===== config.mk =====
export PLATFORM = sky130hd
export DESIGN_NAME = fetch_top
export DESIGN_NICKNAME = d
export VERILOG_FILES = /design/src/fetch_pkg.sv /design/src/fetch_top.sv /design/src/icache.sv /design/src/ifu.sv
export VERILOG_INCLUDE_DIRS = /design/src
export SDC_FILE = /design/constraint.sdc
export NUM_CORES = 2
export LEC_CHECK = 0
export ABC_AREA = 1
export BUFFER_PORTS_ARGS = -buffer_cell sky130_fd_sc_hd__buf_2
export CORE_MARGIN = 2
export CORE_UTILIZATION = 35
export CTS_BUF_LIST = sky130_fd_sc_hd__clkbuf_8
export DETAILED_ROUTE_END_ITERATION = 10
export GPL_ROUTABILITY_DRIVEN = 1
export PLACE_DENSITY = 0.51
export SLEW_MARGIN = 10
export SYNTH_ARGS = -nofsm -noshare
export SYNTH_HDL_FRONTEND = slang
export SYNTH_SLANG_ARGS = --single-unit

===== constraint.sdc =====
create_clock -name clk -period 8.84 [get_ports clk]
set_input_delay 0.442 -clock clk [delete_from_list [all_inputs] [get_ports clk]]
set_output_delay 0.442 -clock clk [all_outputs]
set_load 0.01 [all_outputs]

===== src/fetch_macros.svh =====
`ifndef FETCH_MACROS_SVH
`define FETCH_MACROS_SVH

// first fetch address out of reset
`define FETCH_RESET_PC 32'h3000_0000

// one cache line is four 32-bit words
`define LINE_BYTES 16
`define LINE_WORDS (`LINE_BYTES / 4)

// direct-mapped, one line per index
`define ICACHE_LINES 16

// burst-capable memory window
`define SDRAM_BASE 32'hA000_0000
`define SDRAM_END  32'hBFFF_FFFF

// AXI read response and transfer size
`define AXI_RESP_OKAY 2'b00
`define AXI_SIZE_WORD 3'd2

`endif


===== src/fetch_pkg.sv =====
`include "fetch_macros.svh"

package fetch_pkg;

    typedef enum logic [1:0] {
        IDLE = 2'b00,
        BUSY = 2'b01, // AXI refill in flight
        READ = 2'b10  // line written, packet pending
    } ifu_state_t;

    typedef enum logic [1:0] {
        BURST_FIXED = 2'b00,
        BURST_INCR  = 2'b01
    } axi_burst_t;

    typedef struct packed {
        logic [31:0] pc;
        logic [31:0] inst;
        logic        fault;
    } fetch_pkt_t;

    typedef struct packed {
        logic [31:0] addr;
        logic [3:0]  id;
        logic [7:0]  len;
        logic [2:0]  size;
        axi_burst_t  burst;
    } axi_ar_t;

    typedef struct packed {
        logic [31:0] data;
        logic [1:0]  resp;
        logic        last;
        logic [3:0]  id;
    } axi_r_t;

    // word 0 sits in the low bits
    typedef struct packed {
        logic [`LINE_BYTES*8-1:0] data;
        logic                     fault;
    } line_fill_t;

endpackage


===== src/fetch_top.sv =====
`timescale 1ns/1ps

module fetch_top (
    input  logic                  clk,
    input  logic                  rst,
    input  logic                  redirect_valid,
    input  logic [31:0]           redirect_pc,
    input  logic                  idu_ready,
    output logic                  ifu_valid,
    output fetch_pkg::fetch_pkt_t fetch_pkt,
    output logic                  access_fault,
    output logic                  arvalid,
    input  logic                  arready,
    output fetch_pkg::axi_ar_t    ar,
    input  logic                  rvalid,
    output logic                  rready,
    input  fetch_pkg::axi_r_t     r
);
    import fetch_pkg::*;

    // cache port
    logic [31:0] cache_pc;
    logic        cache_hit;
    logic [31:0] cache_word;
    logic        miss_req;
    logic        fill_valid;
    line_fill_t  fill;

    ifu i_ifu (
        .clk            (clk),
        .rst            (rst),
        .redirect_valid (redirect_valid),
        .redirect_pc    (redirect_pc),
        .idu_ready      (idu_ready),
        .ifu_valid      (ifu_valid),
        .fetch_pkt      (fetch_pkt),
        .access_fault   (access_fault),
        .arvalid        (arvalid),
        .arready        (arready),
        .ar             (ar),
        .rvalid         (rvalid),
        .rready         (rready),
        .r              (r),
        .cache_pc       (cache_pc),
        .cache_hit      (cache_hit),
        .cache_word     (cache_word),
        .miss_req       (miss_req),
        .fill_valid     (fill_valid),
        .fill           (fill)
    );

    icache i_icache (
        .clk        (clk),
        .rst        (rst),
        .addr       (cache_pc),
        .hit        (cache_hit),
        .word       (cache_word),
        .miss_req   (miss_req),
        .fill_valid (fill_valid),
        .fill       (fill)
    );

endmodule


===== src/icache.sv =====
`timescale 1ns/1ps
`include "fetch_macros.svh"

module icache (
    input  logic                  clk,
    input  logic                  rst,
    input  logic [31:0]           addr,
    output logic                  hit,
    output logic [31:0]           word,
    output logic                  miss_req,
    input  logic                  fill_valid,
    input  fetch_pkg::line_fill_t fill
);

    localparam int OFFS_W = $clog2(`LINE_BYTES);
    localparam int IDX_W  = $clog2(`ICACHE_LINES);
    localparam int TAG_W  = 32 - IDX_W - OFFS_W;
    localparam int WSEL_W = OFFS_W - 2;

    // per-line storage
    logic [TAG_W-1:0]                 tag_mem  [`ICACHE_LINES];
    logic [`LINE_WORDS-1:0][31:0]     data_mem [`ICACHE_LINES];
    logic [`ICACHE_LINES-1:0]         valid_q;

    // address split
    logic [TAG_W-1:0]  addr_tag;
    logic [IDX_W-1:0]  addr_idx;
    logic [WSEL_W-1:0] addr_wsel;

    logic                         line_valid;
    logic [TAG_W-1:0]             line_tag;
    logic [`LINE_WORDS-1:0][31:0] line_data;
    logic                         fill_wr;

    assign addr_tag  = addr[31 -: TAG_W];
    assign addr_idx  = addr[OFFS_W +: IDX_W];
    assign addr_wsel = addr[2 +: WSEL_W];

    // combinational lookup
    always_comb begin
        line_valid = valid_q[addr_idx];
        line_tag   = tag_mem[addr_idx];
        line_data  = data_mem[addr_idx];
    end

    assign hit      = line_valid && (line_tag == addr_tag);
    assign miss_req = !hit;
    assign word     = line_data[addr_wsel];

    // faulted refills never land in the array
    assign fill_wr = fill_valid && !fill.fault;

    always_ff @(posedge clk or posedge rst) begin
        if (rst) begin
            valid_q <= '0;
        end else if (fill_wr) begin
            valid_q[addr_idx] <= 1'b1;
        end
    end

    // pc is held during refill, so addr still names the missing line
    always_ff @(posedge clk) begin
        if (fill_wr) begin
            tag_mem[addr_idx]  <= addr_tag;
            data_mem[addr_idx] <= fill.data;
        end
    end

endmodule


===== src/ifu.sv =====
`timescale 1ns/1ps
`include "fetch_macros.svh"

module ifu (
    input  logic                  clk,
    input  logic                  rst,
    input  logic                  redirect_valid,
    input  logic [31:0]           redirect_pc,
    input  logic                  idu_ready,
    output logic                  ifu_valid,
    output fetch_pkg::fetch_pkt_t fetch_pkt,
    output logic                  access_fault,
    output logic                  arvalid,
    input  logic                  arready,
    output fetch_pkg::axi_ar_t    ar,
    input  logic                  rvalid,
    output logic                  rready,
    input  fetch_pkg::axi_r_t     r,
    output logic [31:0]           cache_pc,
    input  logic                  cache_hit,
    input  logic [31:0]           cache_word,
    input  logic                  miss_req,
    output logic                  fill_valid,
    output fetch_pkg::line_fill_t fill
);
    import fetch_pkg::*;

    localparam int OFFS_W = $clog2(`LINE_BYTES);
    localparam int BEAT_W = OFFS_W - 2;
    localparam logic [BEAT_W-1:0] LAST_BEAT = BEAT_W'(`LINE_WORDS - 1);

    ifu_state_t        state;
    ifu_state_t        next_state;
    logic [31:0]       pc;
    logic [31:0]       dnpc;
    logic [31:0]       line_base;
    logic [BEAT_W-1:0] beat_cnt;

    logic is_sdram;
    logic pc_advance;
    logic start_refill;
    logic r_fire;
    logic r_err;
    logic last_beat;
    logic r_done;
    logic next_single;
    logic rd_fault;

    assign cache_pc  = pc;
    assign dnpc      = redirect_valid ? redirect_pc : pc + 32'd4;
    assign line_base = {pc[31:OFFS_W], {OFFS_W{1'b0}}};
    assign is_sdram  = (line_base >= `SDRAM_BASE) && (line_base <= `SDRAM_END);

    always_comb begin
        next_state = state;
        case (state)
            IDLE: begin
                if (idu_ready && !cache_hit) begin
                    next_state = BUSY;
                end
            end
            BUSY: begin
                if (fill_valid) begin
                    next_state = READ;
                end
            end
            READ: begin
                if (idu_ready) begin
                    next_state = IDLE;
                end
            end
            default: next_state = IDLE;
        endcase
    end

    // pc moves whenever a packet is issued, hit or post-refill
    assign pc_advance   = (next_state == IDLE) && idu_ready;
    assign start_refill = (state == IDLE) && idu_ready && miss_req;

    // refill beat bookkeeping
    assign r_fire      = (state == BUSY) && rvalid && rready;
    assign r_err       = r_fire && (r.resp != `AXI_RESP_OKAY);
    assign last_beat   = is_sdram ? r.last : (beat_cnt == LAST_BEAT);
    assign r_done      = r_fire && !r_err && last_beat;
    assign next_single = r_fire && !r_err && !last_beat && !is_sdram;

    assign rd_fault = (state == READ) && fill.fault;

    always_ff @(posedge clk or posedge rst) begin
        if (rst) begin
            state        <= IDLE;
            pc           <= `FETCH_RESET_PC;
            ifu_valid    <= 1'b0;
            arvalid      <= 1'b0;
            rready       <= 1'b0;
            fill_valid   <= 1'b0;
            access_fault <= 1'b0;
            beat_cnt     <= '0;
        end else begin
            state        <= next_state;
            fill_valid   <= r_done || r_err; // one-cycle pulses
            access_fault <= r_err;

            if (pc_advance) begin
                pc        <= dnpc;
                ifu_valid <= !redirect_valid; // drop on redirect
            end else if (idu_ready) begin
                ifu_valid <= 1'b0;
            end

            if (start_refill) begin
                arvalid  <= 1'b1;
                beat_cnt <= '0;
            end else if (arvalid && arready) begin
                arvalid <= 1'b0;
                rready  <= 1'b1;
            end else if (r_fire) begin
                beat_cnt <= beat_cnt + 1'b1;
                if (r_err || r_done || next_single) begin
                    rready <= 1'b0;
                end
                if (next_single) begin
                    arvalid <= 1'b1;
                end
            end
        end
    end

    // packet, AR payload and line buffer
    always_ff @(posedge clk) begin
        if (pc_advance && !redirect_valid) begin
            fetch_pkt.pc    <= pc;
            fetch_pkt.inst  <= (cache_hit && !rd_fault) ? cache_word : 32'd0;
            fetch_pkt.fault <= rd_fault;
        end

        if (start_refill) begin
            ar.addr    <= line_base;
            ar.id      <= 4'd0;
            ar.size    <= `AXI_SIZE_WORD;
            ar.len     <= is_sdram ? 8'(`LINE_WORDS - 1) : 8'd0;
            ar.burst   <= is_sdram ? BURST_INCR : BURST_FIXED;
            fill.fault <= 1'b0;
        end else if (next_single) begin
            ar.addr <= {line_base[31:OFFS_W], beat_cnt + 1'b1, 2'b00};
        end

        if (r_fire) begin
            if (r_err) begin
                fill.fault <= 1'b1;
            end else begin
                fill.data[beat_cnt*32 +: 32] <= r.data;
            end
        end
    end

endmodule


==> results.md <==
* Status: finished, final reports clean
* Setup repair after global routing missed its margin: false
* Syn Area/Cell at ~15 um^2
* Critical Path Start Type: flip-flop
* Worst min-delay path endpoint: i_ifu.ifu_valid
* Proportion of register bits with asynchronous set or reset after synthesis at ~2.1%
* Depth of the worst hold-timing path at 2
* Data arrival time of the critical path at around 6.4 ns
* Power per cell area at approximately 300 nW/um^2
* 1st-iter DRT viols at 6416
* Hold path start: redirect_valid
* Endpoint of the most critical register-to-register path: i_ifu.fetch_pkt[30]
* Die W at 544 um
* Clock transition at path regs at about 0.070 ns
* Time the worst path needs with I/O delays and setup at about 5.7 ns
* Worst reg2reg setup slack at ~3.1 ns
* Number of buffers added by the clock tree synthesis step at between 400 and 500
* Leading post-synthesis cells by cell area: edfxtp_1 (78%), a22oi_1 (7.1%), nand2_1 (4.8%)
* Multi-input combinational cell area at 19000 um^2
* Die area at just under 300000 um^2
* Synthesis warning total at 0
* Finished Layout Cells at 11400
* Transition at the pin with the smallest max-transition slack at around 1.3 ns
* Port buffer count at around 170
* Total overflow reported by the global router at 0
* First-pass GRT wire length at roughly 440000 um
* Clock root buffer: clkbuf_8
* Internal Pwr Total at approximately 0.022 W
* Final worst path period share at between 60% and 70%
* Mapped Area at just over 100000 um^2
* Aggregate routed wire length at about 310000 um
* Worst setup EP type: flip-flop
* Number of placed cells counting well taps at about 11000
* Relative slew slack at roughly 17%
* Hold violation count in the final report at 0
* Nets at roughly 7300
* Global-route usage over all layers at between 20% and 30%
* Maximum Capacitance Violations at 0
* Dominant cell type by area after synthesis: edfxtp_1
* Wire length per cell after detailed routing at 27.5 um
* FF-to-FF path depth at 15
* Antenna violations before repair at 13
* Area delta synth->final at 13.6%
* Final clock skew at between 0.1 and 0.15 ns
* Prevailing post-synth register cell: edfxtp_1
* Max Buffers Root-to-Sink at 4
* Critical path fanouts, max at 82
* Net switching power at 0.0123 W
* Antenna-violating nets left at 0
* Sw Ratio at 35.8%
* Num ports at 195
* Ratio of cells with drive above 1 in the final layout at 11.4%
* Placed wire-length estimate at about 140000 um
* Maximum clock frequency at 174 MHz
* Fraction of the yosys area taken by sequential cells at about four fifths
* Area of all sequential standard cells at roughly 80000 um^2
* Gate count of the mapped netlist at a little under 7000
* Die H at about 540 um
* Standard-cell rows at approximately 200
* Number of distinct library cells after synthesis at 45
* Largest net degree at the start of global routing at around 160
* Vias per cell at between 5 and 6
* Number of sinks handled by clock tree synthesis at around 2700
* Placer congestion estimate at roughly 0.79
* Number of global-route vias before repair at ~62000
* Number of pins with negative max-slew slack in the final report at 0
* Worst vdd ir at around 380 uV
* Part of the power in combinational logic at 26.7%
* Worst R2R Start: i_ifu.cache_pc[4]
* Count of state elements after synthesis at roughly 2700
* Standard cell core area at between 200000 and 300000 um^2
* Total via count in the routed design at 62600
* Clk network pwr share at ~28%
* Standby leakage power at a little under 40 nW
* Number of fill cells at ~27000
* Latest clock arrival within the worst-skew pair at 1.04 ns
* Area share of the largest cell type after synthesis at about four fifths
* DRT Pass-1 Iters at 5
* Part of the total power dissipated in sequential elements at between 40% and 50%
* Type of the worst min-delay path: input port to flip-flop
* Required time reported for the critical path endpoint at around 9.5 ns
* Starting density of the core at 35.1%
* Number of endpoints failing setup at the final stage at 0
* Post-route total power at roughly 0.034 W
* Post-cts gate resize count at 0
* DRC errors left at 0
* CTS H-Tree Depth at 5
* CTS tree: yes
* Number of enable flip-flop cells after synthesis at 2654
* Crit Path Category: flip-flop to flip-flop
## worst max-delay path by stage
stage	cells after the start	from	slack, ns	endpoint
final	15	i_ifu.cache_pc[4]	3.09	i_ifu.fetch_pkt[30]
after global routing	15	i_ifu.cache_pc[4]	2.75	i_ifu.fetch_pkt[30]
after CTS	15	i_ifu.cache_pc[4]	3.07	i_ifu.fetch_pkt[23]
after detailed placement	15	i_ifu.cache_pc[4]	3.17	i_ifu.fetch_pkt[23]
after global placement	19	i_ifu.cache_pc[4]	3.21	i_ifu.fetch_pkt[23]
after floorplan	8	i_ifu.cache_pc[4]	-0.14	i_icache.data_mem[10][0]
## Yosys cell counts, types with 8 or more instances
master / number
a211oi_1: 10
a21oi_1: 437
a221oi_1: 25
a22o_1: 8
a22oi_1: 962
a31oi_1: 43
buf_1: 52
buf_2: 47
buf_4: 30
clkbuf_1: 293
dfrtp_1: 55
edfxtp_1: 2654
inv_1: 113
nand2_1: 1309
nand3_1: 75
nand4_1: 22
nor2_1: 236
nor3_1: 119
nor4_1: 68
nor4b_1: 10
o21ai_0: 90
o21ai_1: 37
o22ai_1: 8
o41ai_1: 10
xor2_1: 10
## registers in the layout, indices dropped and copies added, names as in the netlist
register            flops
i_ifu.fetch_pkt        65
i_icache.valid_q       16
i_ifu.fill            129
i_ifu.fill_valid        1
i_icache.data_mem    2048
i_ifu.beat_cnt          2
i_ifu.cache_pc         32
i_icache.tag_mem      384
i_ifu.access_fault      1
i_ifu.arvalid           1
i_ifu.ifu_valid         1
i_ifu.rready            1
i_ifu.state             2
i_ifu.ar               31
## layer usage
layer	vias to the layer above	share of wire (%)	global-route usage (%)
li1	26900	-	-
met5	-	0	0
met1	32500	43	29.0
met3	496	7.5	3.04
met4	0	2.3	5.27
met2	2704	47	33.6
## logic make-up after synthesis
logic type                 after synthesis  share of synthesized area (%)
DFF                                   2714                           79.5
xor gates and xnor gates                11                         0.0943
other                                    2                        0.00735
and+or+nand+nor                       1860                           7.43
buffers and inverters                  544                           2.17
adders and majority gates                6                         0.0735
AOI/OAI and AO/OA                     1648                           10.7
## metrics by stage
step	instance area, um^2	hold slack [ns]	utilization (%)	worst slack, ns	setup TNS [ns]
floorplan	102000	0.424	-	-0.135	-190.30
global placement	108000	0.440	37.0	3.21	0
detailed placement	108000	0.443	37.0	3.17	0
CTS	116000	0.0466	39.9	3.07	0
global route	116000	0.128	39.9	2.75	0
finish	116000	0.146	39.9	3.09	0
## final cells by class
class                      count  share of cell area [%]
clock buffer                 447                    5.30
antenna                        1                 0.00216
multi-input combinational   3541                    16.4
timing repair buffer         360                    2.40
inverter                     122                   0.422
tap                         3900                    4.21
clock inverter               328                    1.33
sequential                  2714                    70.0
## power groups by stage
stage	combinational [W]	clock (W)	sequential, W
2_1_floorplan	0.00542	0	0.0154
3_3_place_gp	0.00906	0	0.0156
3_5_place_dp	0.00906	0	0.0157
4_1_cts	0.00912	0.00995	0.0154
5_1_grt	0.00984	0.0105	0.0155
6_report	0.00916	0.00974	0.0154
## critical path, stage by stage (launching register included)
cell and delay (ns):
dfrtp_4 0.79, inv_4 0.68, buf_4 0.89, nand2_1 0.27, o22ai_1 0.20, o21ai_0 0.11
nand4_1 0.30, nand2_1 0.08, nor2_1 0.11, nand3_1 0.08, nor2_1 0.10, nand2_1 0.19
nand2_2 0.24, nand3_4 0.17, nor2_4 0.32, buf_12 0.45
## cells in the final DEF (no fill, tap or decap), types with 5 or more instances in the layout
| master | synthesis | final |
|---|---|---|
| a211oi_1 | 10 | 10 |
| a21oi_1 | 437 | 437 |
| a221oi_1 | 25 | 25 |
| a22o_1 | 8 | 8 |
| a22oi_1 | 962 | 962 |
| a31oi_1 | 43 | 43 |
| buf_12 | 0 | 27 |
| buf_2 | 47 | 174 |
| buf_4 | 30 | 88 |
| bufinv_16 | 0 | 6 |
| clkbuf_8 | 0 | 447 |
| clkinv_1 | 3 | 115 |
| clkinv_2 | 0 | 40 |
| clkinvlp_4 | 0 | 8 |
| conb_1 | 2 | 16 |
| dfrtp_1 | 55 | 50 |
| dlygate4sd3_1 | 0 | 71 |
| edfxtp_1 | 2654 | 2654 |
| ha_1 | 6 | 6 |
| inv_1 | 113 | 259 |
| inv_2 | 6 | 7 |
| inv_8 | 0 | 5 |
| nand2_1 | 1309 | 1305 |
| nand3_1 | 75 | 74 |
| nand4_1 | 22 | 22 |
| nor2_1 | 236 | 211 |
| nor2_4 | 1 | 27 |
| nor3_1 | 119 | 119 |
| nor3b_1 | 7 | 7 |
| nor4_1 | 68 | 68 |
| nor4b_1 | 10 | 10 |
| o211ai_1 | 7 | 7 |
| o21ai_0 | 90 | 90 |
| o21ai_1 | 37 | 37 |
| o22ai_1 | 8 | 8 |
| o31ai_1 | 5 | 5 |
| o41ai_1 | 10 | 10 |
| xor2_1 | 10 | 10 |
## what timing repair did
item | 4_1_cts | 5_1_grt
endpoints found under the hold margin | 214 | 0
setup endpoints to repair | 0 | 0
hold buffers | 71 | 0
buffers inserted | 0 | 0
(Power assumes the default switching activity.)
